File: config.mk
export PLATFORM = sky130hd
export DESIGN_NAME = uart_top
export DESIGN_NICKNAME = d
export VERILOG_FILES = /design/src/hw/uart_pkg.sv /design/src/hw/uart_baud_gen.sv /design/src/hw/uart_rx.sv /design/src/hw/uart_rx_port.sv /design/src/hw/uart_top.sv /design/src/hw/uart_tx.sv /design/src/hw/uart_tx_port.sv
export VERILOG_INCLUDE_DIRS = /design/src /design/src/hw
export SDC_FILE = /design/constraint.sdc
export NUM_CORES = 1
export LEC_CHECK = 0
export BUFFER_PORTS_ARGS = -buffer_cell sky130_fd_sc_hd__buf_2
export CAP_MARGIN = 0
export CORE_MARGIN = 2
export CORE_UTILIZATION = 40
export CTS_CLUSTER_SIZE = 28
export DETAILED_ROUTE_END_ITERATION = 12
export GPL_ROUTABILITY_DRIVEN = 0
export HOLD_SLACK_MARGIN = 0.06
export SLEW_MARGIN = 0
export SYNTH_ARGS = -nofsm -noshare
export SYNTH_HDL_FRONTEND = slang
export SYNTH_SLANG_ARGS = --single-unit
File: constraint.sdc
create_clock -name clk -period 2.75 [get_ports clk]
set_clock_uncertainty 0.15 [all_clocks]
set_input_delay 0.1375 -clock clk [delete_from_list [all_inputs] [get_ports clk]]
set_output_delay 0.1375 -clock clk [all_outputs]
set_load 0.005 [all_outputs]
File: src/hw/uart_defines.svh
`ifndef UART_DEFINES_SVH
`define UART_DEFINES_SVH

// System clock in Hz
`define UART_CLK_FREQ 1_600_000

// Line rate in bits per second
`define UART_BAUD_RATE 10_000

// Oversample ticks per bit
`define UART_OVERSAMPLE 16

// 0 none, 1 even, 2 odd
`define UART_PARITY 1

`endif

File: src/hw/uart_pkg.sv
`include "uart_defines.svh"

package uart_pkg;

    typedef enum logic [1:0] {
        PAR_NONE = 2'd0,
        PAR_EVEN = 2'd1,
        PAR_ODD  = 2'd2
    } parity_mode_e;

    localparam parity_mode_e PARITY_MODE = parity_mode_e'(`UART_PARITY);

    typedef enum logic [2:0] {
        TX_IDLE,
        TX_START,
        TX_DATA,
        TX_PARITY,
        TX_STOP
    } tx_state_e;

    typedef enum logic [2:0] {
        RX_IDLE,
        RX_START,
        RX_DATA,
        RX_PARITY,
        RX_STOP
    } rx_state_e;

    // Received byte plus its status
    typedef struct packed {
        logic [7:0] data;
        logic       parity_err;
        logic       frame_err;
        logic       overrun;    // Set later by the holding port
    } rx_word_t;

endpackage

File: src/hw/uart_baud_gen.sv
`include "uart_defines.svh"

module uart_baud_gen (
    input  logic clk,
    input  logic rst,
    output logic tick
);

    localparam int unsigned DIV   = `UART_CLK_FREQ / (`UART_BAUD_RATE * `UART_OVERSAMPLE);
    localparam int unsigned CNT_W = $clog2(DIV + 1);

    logic [CNT_W-1:0] cnt;

    // Down-counter, tick on terminal count
    always_ff @(posedge clk or posedge rst) begin
        if (rst) begin
            cnt  <= CNT_W'(DIV - 1);
            tick <= 1'b0;
        end else if (cnt == '0) begin
            cnt  <= CNT_W'(DIV - 1);
            tick <= 1'b1;
        end else begin
            cnt  <= cnt - 1'b1;
            tick <= 1'b0;
        end
    end

    // A divider of 1 would hold tick high and break both engines
    assert property (@(posedge clk) DIV >= 2)
        else $error("baud divider %0d below 2", DIV);

endmodule

File: src/hw/uart_rx.sv
`include "uart_defines.svh"

module uart_rx (
    input  logic               clk,
    input  logic               rst,
    input  logic               tick,
    input  logic               rxd,
    output logic               word_valid,
    output uart_pkg::rx_word_t word
);
    import uart_pkg::*;

    localparam logic [3:0] TICK_LAST = 4'(`UART_OVERSAMPLE - 1);
    localparam logic [3:0] MID_LAST  = 4'(`UART_OVERSAMPLE / 2 - 1);

    rx_state_e  state;
    logic       rxd_meta;
    logic       rxd_sync;
    logic       rxd_prev;
    logic       fall;
    logic       sample;
    logic [3:0] tick_cnt;
    logic [2:0] bit_cnt;
    logic [7:0] shreg;
    logic       par_err;

    // Two-flop synchronizer, third flop for edge detect
    always_ff @(posedge clk or posedge rst) begin
        if (rst) begin
            rxd_meta <= 1'b1;
            rxd_sync <= 1'b1;
            rxd_prev <= 1'b1;
        end else begin
            rxd_meta <= rxd;
            rxd_sync <= rxd_meta;
            rxd_prev <= rxd_sync;
        end
    end

    assign fall   = rxd_prev && !rxd_sync;
    assign sample = tick && (tick_cnt == TICK_LAST);

    always_ff @(posedge clk or posedge rst) begin
        if (rst) begin
            state      <= RX_IDLE;
            tick_cnt   <= '0;
            bit_cnt    <= '0;
            word_valid <= 1'b0;
        end else begin
            word_valid <= 1'b0;
            case (state)
                RX_IDLE: begin
                    if (fall) begin
                        state    <= RX_START;
                        tick_cnt <= '0;
                    end
                end
                RX_START: begin
                    if (tick) begin
                        if (rxd_sync) begin
                            state <= RX_IDLE;    // False start
                        end else if (tick_cnt == MID_LAST) begin
                            state    <= RX_DATA;    // Now at start bit centre
                            tick_cnt <= '0;
                            bit_cnt  <= '0;
                        end else begin
                            tick_cnt <= tick_cnt + 4'd1;
                        end
                    end
                end
                RX_DATA: begin
                    if (tick) begin
                        tick_cnt <= tick_cnt + 4'd1;
                    end
                    if (sample) begin
                        bit_cnt <= bit_cnt + 3'd1;
                        if (bit_cnt == 3'd7) begin
                            state <= (PARITY_MODE == PAR_NONE) ? RX_STOP : RX_PARITY;
                        end
                    end
                end
                RX_PARITY: begin
                    if (tick) begin
                        tick_cnt <= tick_cnt + 4'd1;
                    end
                    if (sample) begin
                        state <= RX_STOP;
                    end
                end
                RX_STOP: begin
                    if (tick) begin
                        tick_cnt <= tick_cnt + 4'd1;
                    end
                    if (sample) begin
                        state      <= RX_IDLE;
                        word_valid <= 1'b1;
                    end
                end
                default: state <= RX_IDLE;
            endcase
        end
    end

    always_ff @(posedge clk) begin
        if (sample && state == RX_DATA) begin
            shreg <= {rxd_sync, shreg[7:1]};    // LSB first
        end
        if (sample && state == RX_PARITY) begin
            par_err <= rxd_sync ^ ^shreg ^ (PARITY_MODE == PAR_ODD);
        end
        if (sample && state == RX_STOP) begin
            word.data       <= shreg;
            word.parity_err <= (PARITY_MODE != PAR_NONE) && par_err;
            word.frame_err  <= !rxd_sync;
            word.overrun    <= 1'b0;
        end
    end

    // Relies on the baud tick being a single-cycle pulse
    assert property (@(posedge clk) disable iff (rst) word_valid |=> !word_valid)
        else $error("word_valid high for two cycles");

endmodule

File: src/hw/uart_rx_port.sv
module uart_rx_port (
    input  logic               clk,
    input  logic               rst,
    input  logic               word_valid,
    input  uart_pkg::rx_word_t word,
    output logic               rx_req,
    output uart_pkg::rx_word_t rx_word,
    input  logic               rx_ack
);
    import uart_pkg::*;

    logic accept;

    // Empty only once the consumer has dropped its ack
    assign accept = word_valid && !rx_req && !rx_ack;

    always_ff @(posedge clk or posedge rst) begin
        if (rst) begin
            rx_req <= 1'b0;
        end else if (rx_req && rx_ack) begin
            rx_req <= 1'b0;
        end else if (accept) begin
            rx_req <= 1'b1;
        end
    end

    always_ff @(posedge clk) begin
        if (accept) begin
            rx_word <= word;
        end else if (word_valid && rx_req) begin
            rx_word.overrun <= 1'b1;    // New word lost
        end
    end

    // Payload may not move under the consumer, only overrun can appear
    assert property (@(posedge clk) disable iff (rst)
        rx_req && !rx_ack |=>
            $stable({rx_word.data, rx_word.parity_err, rx_word.frame_err}))
        else $error("rx_word changed while offered");

endmodule

File: src/hw/uart_top.sv
module uart_top (
    input  logic               clk,
    input  logic               rst,
    input  logic               tx_req,
    input  logic [7:0]         tx_data,
    output logic               tx_ack,
    output logic               rx_req,
    output uart_pkg::rx_word_t rx_word,
    input  logic               rx_ack,
    output logic               txd,
    input  logic               rxd
);
    import uart_pkg::*;

    logic       tick;
    logic       byte_valid;
    logic       byte_take;
    logic [7:0] byte_data;
    logic       word_valid;
    rx_word_t   word;

    // One tick source for both directions
    uart_baud_gen i_baud_gen (
        .clk  (clk),
        .rst  (rst),
        .tick (tick)
    );

    uart_tx_port i_tx_port (
        .clk        (clk),
        .rst        (rst),
        .tx_req     (tx_req),
        .tx_data    (tx_data),
        .tx_ack     (tx_ack),
        .byte_take  (byte_take),
        .byte_valid (byte_valid),
        .byte_data  (byte_data)
    );

    uart_tx i_tx (
        .clk        (clk),
        .rst        (rst),
        .tick       (tick),
        .byte_valid (byte_valid),
        .byte_data  (byte_data),
        .byte_take  (byte_take),
        .txd        (txd)
    );

    uart_rx i_rx (
        .clk        (clk),
        .rst        (rst),
        .tick       (tick),
        .rxd        (rxd),
        .word_valid (word_valid),
        .word       (word)
    );

    uart_rx_port i_rx_port (
        .clk        (clk),
        .rst        (rst),
        .word_valid (word_valid),
        .word       (word),
        .rx_req     (rx_req),
        .rx_word    (rx_word),
        .rx_ack     (rx_ack)
    );

endmodule

File: src/hw/uart_tx.sv
`include "uart_defines.svh"

module uart_tx (
    input  logic       clk,
    input  logic       rst,
    input  logic       tick,
    input  logic       byte_valid,
    input  logic [7:0] byte_data,
    output logic       byte_take,
    output logic       txd
);
    import uart_pkg::*;

    localparam logic [3:0] TICK_LAST = 4'(`UART_OVERSAMPLE - 1);

    tx_state_e  state;
    logic [3:0] tick_cnt;
    logic [2:0] bit_cnt;
    logic [7:0] shreg;
    logic       par_bit;
    logic       bit_end;

    assign bit_end   = tick && (tick_cnt == TICK_LAST);
    assign byte_take = bit_end && byte_valid && (state == TX_IDLE || state == TX_STOP);

    // Bit grid keeps running while idle so frames start on a boundary
    always_ff @(posedge clk or posedge rst) begin
        if (rst) begin
            tick_cnt <= '0;
        end else if (tick) begin
            tick_cnt <= tick_cnt + 4'd1;
        end
    end

    always_ff @(posedge clk or posedge rst) begin
        if (rst) begin
            state   <= TX_IDLE;
            bit_cnt <= '0;
            txd     <= 1'b1;
        end else if (bit_end) begin
            case (state)
                TX_IDLE, TX_STOP: begin
                    if (byte_valid) begin
                        state <= TX_START;
                        txd   <= 1'b0;    // Start bit
                    end else begin
                        state <= TX_IDLE;
                        txd   <= 1'b1;
                    end
                end
                TX_START: begin
                    state   <= TX_DATA;
                    bit_cnt <= '0;
                    txd     <= shreg[0];
                end
                TX_DATA: begin
                    if (bit_cnt == 3'd7) begin
                        if (PARITY_MODE == PAR_NONE) begin
                            state <= TX_STOP;
                            txd   <= 1'b1;
                        end else begin
                            state <= TX_PARITY;
                            txd   <= par_bit;
                        end
                    end else begin
                        bit_cnt <= bit_cnt + 3'd1;
                        txd     <= shreg[1];    // Next bit after this shift
                    end
                end
                TX_PARITY: begin
                    state <= TX_STOP;
                    txd   <= 1'b1;
                end
                default: begin
                    state <= TX_IDLE;
                    txd   <= 1'b1;
                end
            endcase
        end
    end

    always_ff @(posedge clk) begin
        if (byte_take) begin
            shreg   <= byte_data;
            par_bit <= ^byte_data ^ (PARITY_MODE == PAR_ODD);
        end else if (bit_end && state == TX_DATA) begin
            shreg <= shreg >> 1;
        end
    end

    assert property (@(posedge clk) disable iff (rst) state == TX_IDLE |-> txd)
        else $error("txd low while transmitter idle");

endmodule

File: src/hw/uart_tx_port.sv
module uart_tx_port (
    input  logic       clk,
    input  logic       rst,
    input  logic       tx_req,
    input  logic [7:0] tx_data,
    output logic       tx_ack,
    input  logic       byte_take,
    output logic       byte_valid,
    output logic [7:0] byte_data
);

    // Four-phase ack, a new request waits for an empty buffer
    always_ff @(posedge clk or posedge rst) begin
        if (rst) begin
            tx_ack <= 1'b0;
        end else if (tx_ack) begin
            if (!tx_req) begin
                tx_ack <= 1'b0;
            end
        end else if (tx_req && !byte_valid) begin
            tx_ack <= 1'b1;
        end
    end

    always_ff @(posedge clk or posedge rst) begin
        if (rst) begin
            byte_valid <= 1'b0;
        end else if (!tx_ack && tx_req && !byte_valid) begin
            byte_valid <= 1'b1;
        end else if (byte_take) begin
            byte_valid <= 1'b0;    // Transmitter has the byte
        end
    end

    always_ff @(posedge clk) begin
        if (!tx_ack && tx_req && !byte_valid) begin
            byte_data <= tx_data;
        end
    end

    // Ack answers a request seen the cycle before
    assert property (@(posedge clk) disable iff (rst) $rose(tx_ack) |-> $past(tx_req))
        else $error("tx_ack rose without tx_req");

endmodule

# After elaboration in Yosys (flattened, before gate mapping)
# Index checks and enable logic that the tools add are counted.
[word_totals]
ff_bits = 80
in_bits = 13
output_inout_bits = 14
word_cells = 142
[op_classes]
add_sub_neg = 5
eq_ne = 25
muxes = 42
bitwise_logic = 1
n_reduce_logical = 41
[ops]
columns = ["cell", "count"]
rows = [
  ["3-bit two-way mux", 14],
  ["4-bit two-way mux", 6],
  ["1-bit logical AND", 16],
  ["8-bit two-way mux", 2],
  ["2-bit by 1-bit inequality test with 1-bit output, second input constant", 8],
  ["8-bit XOR reduction", 2],
  ["3-bit case mux with 5 select lines", 1],
  ["1-bit two-way mux", 14],
  ["3-bit by 2-bit == test with 1-bit output, second input constant", 4],
  ["3-bit == test, second input constant", 4],
  ["3-bit case mux with 2 select lines", 2],
  ["3-bit case mux with 4 select lines", 1],
  ["4-bit case mux with 3 select lines", 1],
  ["2-bit nonzero test", 6],
  ["5-bit AND reduction", 2],
  ["4-bit by 1-bit adder with 4-bit output, second input constant", 2],
  ["4-bit == test, second input constant", 2],
  ["7-bit AND reduction", 1],
  ["3-bit by 1-bit adder with 3-bit output, second input constant", 2],
  ["3-bit by 1-bit == test with 1-bit output, second input constant", 2],
  ["3-bit logical NOT", 2],
  ["2-bit inequality test, second input constant", 3],
  ["1-bit logical NOT", 5],
  ["4-bit by 3-bit == test with 1-bit output, second input constant", 1],
  ["11 further kinds", 11],
]

# Depth between registers and ports, before layout
# Gate-level depths: netlist of run 1.
[logic_depth]
depth_word = 6
mapped_depth = 6
depth_no_buf = 6

# Modules after synthesis
# A second synthesis of run 1 with hierarchy kept.
[hier_totals]
hier_cells = 245
hier_area_um2 = 3414.5
[by_module_without_submodules]
columns = ["mod", "instances", "cells_per_inst", "area_per_inst_um2", "seq_area_each_um2"]
rows = [
  ["uart_rx", 1, 107, 1425.1, 924.6],
  ["uart_tx", 1, 85, 1077.3, 546.8],
  ["uart_rx_port", 1, 20, 394.1, 355.3],
  ["uart_tx_port", 1, 16, 329.1, 290.3],
  ["uart_baud_gen", 1, 17, 188.9, 127.6],
]

# Worst setup path before layout of run 1
# OpenSTA, ideal clock, no wires.
[synth_path]
kind = "register to register"
start = "register i_rx.tick_cnt[0]"
end = "register i_rx.shreg[0], enable pin"
setup_ps = 370
t_arrival_ps = 1517
slack_ps = 712
path_stages_with_launch = 6
n_path_buf = 0
synth_period_minus_slack_ps = 2038
path_cell_list = "dfrtp_1 ha_1 and3b_1 nor3b_1 o21bai_1 nor2_1"
[synth_via]
elab_chain_len = 3
[synth_rtl]
columns = ["item", "line", "rtl"]
rows = [
  ["start: declaration", "uart_rx.sv:22", "logic [3:0] tick_cnt;"],
  ["start signal: assignment", "uart_rx.sv:67", "tick_cnt <= tick_cnt + 4'd1;"],
  ["start signal: assignment", "uart_rx.sv:73", "tick_cnt <= tick_cnt + 4'd1;"],
  ["start signal: assignment", "uart_rx.sv:84", "tick_cnt <= tick_cnt + 4'd1;"],
  ["4-bit == test", "uart_rx.sv:41", "assign sample = tick && (tick_cnt == TICK_LAST);"],
  ["1-bit logical AND", "uart_rx.sv:41", ""],
  ["1-bit logical AND", "uart_rx.sv:105", "if (sample && state == RX_DATA) begin"],
  ["end signal: assignment", "uart_rx.sv:106", "shreg <= {rxd_sync, shreg[7:1]};"],
  ["end: declaration", "uart_rx.sv:24", "logic [7:0] shreg;"],
]
# No other way between the ends.
# A chain may end at the register's enable or synchronous reset.

# Worst setup path in the final report of run 1
[layout_path]
start = "register i_rx.tick_cnt[0]"
end = "register i_rx.shreg[5], enable pin"
# The elaborated chain is that of the path after synthesis.

==> flow_summary.json, run 1 <==
{
  "outcome": "finished, final reports clean",
  "start_kind": "register",
  "fin_util_pct": 48.2,
  "crit_arrival_ns": 2.07,
  "setup_tns_ns": 0,
  "crit_required_ns": 2.58,
  "clk-insertion-delay-late_ns": 0.34,
  "hold_viol_final": 0,
  "drt_pre_antenna_iters": 5,
  "die_w_um": 96.5,
  "yosysMostFrequentCell": "edfxtp_1",
  "grtUsageTotal_pct": 12.2,
  "n_antenna_cell": 0,
  "hold_class": "register to register",
  "drt_iter0_markers": 52,
  "yosysTopAreaCell": "edfxtp_1",
  "grt_max_degree": 34,
  "drc_errors": 0,
  "synth_flop_cell": "edfxtp_1",
  "grt_pass1_vias": 1879,
  "grt-ovfl-total": 0,
  "antenna_left": 0,
  "critPathKind": "register to register",
  "maxSlewViolCount": 0,
  "maxSlewHeadroom_pct": 62.5,
  "ys.warnings.count": 0,
  "highest_layer": "met4",
  "syn_area_mm2": 0.00342,
  "setup_violations": 0,
  "area_growth_pct": 16.5,
  "met3_length_um": 189,
  "synth_edf_count": 47,
  "postCtsResizedCells": 0,
  "yosysTopAreaCellShare_pct": 41.3,
  "clock-root-buffer": "clkbuf_8",
  "start_util_pct": 41.4,
  "clk_pin_slew_worst_paths_ns": 0.08,
  "wl_per_cell_um": 12.3,
  "cts_sinks": 80,
  "fill_cells": 746,
  "cts_tree": "done",
  "cap_violations": 0,
  "cts.path.max_buffers": 2,
  "rsz0062_at_grt": "no",
  "finalCritPeriodShare_pct": 81.6,
  "yosys-top-cells-area": "edfxtp_1, dfrtp_1, dfstp_2",
  "place_hpwl_um": 3310,
  "drive_gt1_share_pct": 24.8,
  "finalCriticalPeriod_ns": 2.24,
  "h-tree-depth": 3,
  "dieHeight_um": 96.5,
  "path_max_fanout": 8,
  "seq_area_mm2": 0.00224,
  "worst_slew_pin_slew_ns": 0.560,
  "dieArea_mm2": 0.00931,
  "routed_wl_um": 4890,
  "synthDistinctLibCells": 55,
  "synth_seq_cells": 80,
  "seq_area_frac_synth_pct": 65.6,
  "final_nets": 308,
  "fmax_mhz": 446,
  "postSynthCellCount": 242,
  "antenna_found_initial": 0,
  "route.met2.wl_um": 2080,
  "num_io_pins": 27,
  "crit_path_end_kind": "register",
  "syn_nets": 261,
  "port_buffers": 26,
  "rows": 33,
  "multi_input_comb_area_mm2": 0.00109,
  "async_flop_share_pct": 41.3,
  "cts_buffers": 9,
  "core_mm2": 0.00826,
  "synthTopCellsByCount": "edfxtp_1, dfrtp_1, xnor2_1",
  "power_density_mw_per_mm2": 636,
  "wirelength_met1_um": 2530,
  "syn_area_per_cell_um2": 14.1,
  "vdd_ir_drop_max_v": 0.000430,
  "cts_setup_buffers": 0,
  "avgViaCountPerCell": 4.84,
  "vias": 1931,
  "p_leak_nw": 1.54,
  "grt_pass1_wl_um": 8500
}
-- cell usage in the layout (no fill, tap or decap), types with 5 or more instances in the layout --
cell type and n:
dlygate4sd3_1 12, o21ai_0 8, nand2_1 12, nor2_1 12, xnor2_1 15, ha_1 6
nand2b_1 5, mux2_2 12, clkbuf_8 9, dfrtp_1 27, inv_1 12, xor2_1 5
nor2b_1 6, dfstp_2 6, edfxtp_1 47, buf_2 26
-- routing by layer --
layer | track usage (%) | vias up
li1 | - | 977
met1 | 16.1 | 912
met2 | 18.1 | 32
met3 | 3.80 | 10
met4 | 6.22 | 0
met5 | 0 | -
-- cell type report --
class                   instances  area share (%)
multi-input cells             144            27.4
clock inverters                 6            1.54
well taps                     105            3.30
clock buffers                  10            3.20
inverters                      12            1.13
repair buffers                 42            7.04
flip-flops and latches         80            56.3
-- stage by stage --
step	std cells	power [mW]	setup WS, ns	hold slack [ns]	cell area, um^2
3_5_place_dp	371	1.72	0.464	0.0960	3670
3_3_place_gp	371	1.72	0.536	0.0936	3670
4_1_cts	399	2.56	0.494	0.205	3980
5_1_grt	399	2.66	0.246	0.202	3980
6_report	399	2.53	0.506	0.200	3980
2_1_floorplan	242	1.67	0.712	-0.00802	3420
-- cell families (layout without fill, tap and decap cells) --
family | after synthesis | after routing | synth area share, %
compound gates | 36 | 36 | 8.08
xor+xnor | 20 | 20 | 5.12
fa+ha+maj | 6 | 6 | 2.19
buf+inv | 18 | 70 | 2.41
flops | 80 | 80 | 65.6
mux | 15 | 15 | 4.86
simple gates | 67 | 67 | 11.7
-- report_power, final --
part | internal (mW) | leakage (nW) | total, mW | switching (mW)
logic | 0.166 | 0.635 | 0.315 | 0.149
registers | 1.31 | 0.809 | 1.39 | 0.0847
clock network | 0.416 | 0.0960 | 0.823 | 0.407
total | 1.89 | 1.54 | 2.53 | 0.640
-- critical path: stages, from the launching register on --
cell	delay [ns]
dfrtp_1	0.38
ha_1	0.21
and3b_1	0.25
nor3b_1	0.21
o21bai_1	0.18
nor2_1	0.50
-- flip-flops by register name, summed over array words and instances, names as in the netlist, 4 cells and up --
register / count
i_tx.tick_cnt: 4
i_rx.word: 10
i_tx.shreg: 8
i_rx.tick_cnt: 4
i_baud_gen.cnt: 4
i_rx.shreg: 8
i_tx_port.byte_data: 8
i_rx_port.rx_word: 11
-- what timing repair did --
action	CTS	global route
endpoints found under the hold margin	41	0
hold buffers	12	0
setup endpoints to repair	0	0
-- worst paths after layout --
check / slack (ns) / endpoint / from / depth (start not counted)
min in group asynchronous: 0.27 / i_rx_port.rx_req$_DFFE_PP0P_ / rst / 4
setup reg to reg: 0.51 / i_rx.shreg[5]$_DFFE_PP_ / i_rx.tick_cnt[0]$_DFFE_PP0P_ / 5
setup / recovery: 0.51 / i_rx.shreg[5]$_DFFE_PP_ / i_rx.tick_cnt[0]$_DFFE_PP0P_ / 5
hold / removal: 0.20 / i_rx.rxd_sync$_DFF_PP1_ / i_rx.rxd_meta$_DFF_PP1_ / 0
max in group asynchronous: 1.83 / i_rx.rxd_prev$_DFF_PP1_ / rst / 4
hold reg to reg: 0.20 / i_rx.rxd_sync$_DFF_PP1_ / i_rx.rxd_meta$_DFF_PP1_ / 0
No activity file was read; power rests on OpenSTA's default activity.
==> inputs of run 2 (changes only) <==
- ABC_AREA: default -> 1
- clock period: 2.75 -> 1.8 ns (I/O delays scaled with it)
==> flow_summary.json, run 2 <==
{
  "num_io_pins": 27,
  "cts.path.max_buffers": 2,
  "synthDistinctLibCells": 33,
  "fill_cells": 817,
  "hold_viol_final": 0,
  "postSynthCellCount": 321,
  "r2r_setup_slack_ns": 0.1,
  "avgViaCountPerCell": 4.67,
  "synth_edf_count": 47,
  "seq_area_frac_synth_pct": 63.7,
  "drt_iter0_markers": 70,
  "cts_sinks": 80,
  "synth_seq_cells": 80,
  "grt_pass1_wl_um": 10300,
  "maxSlewViolCount": 0,
  "yosysTopAreaCellShare_pct": 40.1,
  "critPathKind": "register to register",
  "dieArea_mm2": 0.00957,
  "syn_nets": 340,
  "start_kind": "register",
  "power_density_mw_per_mm2": 977,
  "yosys-top-cells-area": "edfxtp_1, dfrtp_1, nand2_1",
  "vias": 2291,
  "layout_common_cells": "nand2_1, edfxtp_1, inv_1",
  "finalCritPeriodShare_pct": 94.6,
  "yosysTopAreaCell": "edfxtp_1",
  "clk_pin_slew_worst_paths_ns": 0.10,
  "grt-ovfl-total": 0,
  "p_leak_nw": 1.83,
  "antenna_found_initial": 0,
  "crit_path_end_kind": "register",
  "n_antenna_cell": 0,
  "maxSlewHeadroom_pct": 71.7,
  "drive_gt1_share_pct": 22.5,
  "die_w_um": 97.8,
  "fmax_mhz": 588,
  "clk-insertion-delay-late_ns": 0.36,
  "largest-register": "i_rx_port.rx_word",
  "drt_pre_antenna_iters": 4,
  "reg2regPathDepth": 4,
  "path_max_fanout": 11,
  "crit_required_ns": 1.73,
  "grtUsageTotal_pct": 13.6,
  "grt_pass1_vias": 2240,
  "finalInstanceArea_mm2": 0.00418,
  "dp_cells": 462,
  "layout.cells.non_filler": 491,
  "r2r_end": "i_rx.word[10]$_DFFE_PP_",
  "port_buffers": 26,
  "outcome": "finished, final reports clean",
  "holdWs_ns": 0.200,
  "grt.busiest_layer": "met2",
  "hold_class": "input port to async pin",
  "rows": 34,
  "final_nets": 397,
  "vdd_ir_drop_max_v": 0.000433,
  "dieHeight_um": 97.8,
  "place_hpwl_um": 4250,
  "postPlaceCellArea_mm2": 0.00386,
  "synth_flop_cell": "edfxtp_1",
  "fin_util_pct": 48.4,
  "cts_buffers": 9,
  "syn_area_per_cell_um2": 11.0,
  "grt_max_degree": 34,
  "yosysMostFrequentCell": "nand2_1",
  "worst_slew_pin_slew_ns": 0.425,
  "postCtsResizedCells": 0,
  "antenna_left": 0,
  "crit_arrival_ns": 1.63,
  "synthTopCellsByCount": "nand2_1, edfxtp_1, inv_1, dfrtp_1, nand3_1",
  "wl_per_cell_um": 12.2,
  "globalRouteMet1Util_pct": 17.9,
  "rsz0062_at_grt": "no",
  "finalCriticalPeriod_ns": 1.70,
  "largest_reg_flops": 11,
  "cts_tree": "done",
  "setup_tns_ns": 0,
  "syn_area_mm2": 0.00352,
  "drc_errors": 0,
  "layout_commonest_cell": "nand2_1",
  "clock-root-buffer": "clkbuf_8",
  "routed_wl_um": 6010,
  "h-tree-depth": 3,
  "reg.largest.list": "i_rx_port.rx_word: 11 flops, i_rx.word: 10 flops",
  "ys.warnings.count": 0,
  "worst_r2r_startpoint": "i_rx.tick_cnt[1]$_DFFE_PP0P_",
  "area_growth_pct": 18.8,
  "async_flop_share_pct": 41.3,
  "core_mm2": 0.00864,
  "start_util_pct": 40.8,
  "grtUsageMet2_pct": 21.1,
  "cap_violations": 0,
  "use_met3_pct": 3.65,
  "setup_violations": 0
}
## run 2: changes by cell type after synthesis, moves of 5 or more
cell / previous run / this run
inv_1: 12 / 34
mux2_2: 12 / 0
nand2_1: 12 / 83
nand2b_1: 5 / 0
nand3_1: 4 / 20
nand4_1: 2 / 7
nor2_1: 12 / 19
nor2b_1: 6 / 0
o21ai_0: 8 / 14
xnor2_1: 15 / 10
## run 2: area by class of cell
class	instances	area [um^2]	area share [%]
multi-input cells	199	1120	26.7
flip-flops and latches	80	2240	53.6
repair buffers	49	345	8.25
well taps	108	135	3.23
inverters	39	149	3.56
clock buffers	9	124	2.96
clock inverters	7	68.8	1.64
## run 2: cells by family after synthesis
| family | Yosys count | share of synthesized area (%) |
|---|---|---|
| buffers and inverters | 42 | 4.97 |
| flip-flops | 80 | 63.7 |
| XOR/XNOR | 16 | 3.98 |
| adder cells (fa/ha/maj) | 6 | 2.13 |
| AND/OR/NAND/NOR | 149 | 20.5 |
| AO/OA/AOI/OAI | 28 | 4.65 |
## run 2: routing by layer
layer	routed length [um]	share of wire, %
met1	2800	47
met2	2910	48
met3	175	2.9
met4	125	2.1
met5	0	0
## run 2: worst max path at each step
stage,endpoint,slack [ns],start
floorplan,i_rx.word[10]$_DFFE_PP_,0.02,i_rx.tick_cnt[0]$_DFFE_PP0P_
global route,i_rx.word[10]$_DFFE_PP_,0.02,i_rx.tick_cnt[1]$_DFFE_PP0P_
finish,i_rx.word[10]$_DFFE_PP_,0.1,i_rx.tick_cnt[1]$_DFFE_PP0P_
CTS,i_rx.word[3]$_DFFE_PP_,0.08,i_rx.tick_cnt[1]$_DFFE_PP0P_
global placement,i_rx.word[7]$_DFFE_PP_,0.15,i_rx.tick_cnt[1]$_DFFE_PP0P_
detailed placement,i_rx.word[5]$_DFFE_PP_,0.11,i_rx.tick_cnt[1]$_DFFE_PP0P_
## run 2: what timing repair did
item | 4_1_cts | 5_1_grt
setup endpoints to repair | 0 | 14
hold buffers | 12 | 0
endpoints found under the hold margin | 46 | 0
buffers inserted | 0 | 1
## run 2: worst max-delay path, cell delays in order, from the launching register on
cell and delay, ns:
dfrtp_1 0.40, ha_1 0.28, nand4_4 0.19, nor4_4 0.24, buf_12 0.18
## run 2: report_power, final
| part | leakage (nW) | internal [mW] | total (mW) | switching [mW] |
|---|---|---|---|---|
| logic | 0.911 | 0.268 | 0.720 | 0.452 |
| clock network | 0.101 | 0.547 | 1.28 | 0.735 |
| registers | 0.814 | 1.99 | 2.09 | 0.0970 |
| total | 1.83 | 2.80 | 4.09 | 1.28 |
## run 2: stage by stage
step	power [mW]	worst slack (ns)
final	4.09	0.0980
after global routing	4.33	0.0210
after CTS	4.14	0.0831
after detailed placement	2.83	0.108
after global placement	2.82	0.154
after floorplan	2.70	0.0189
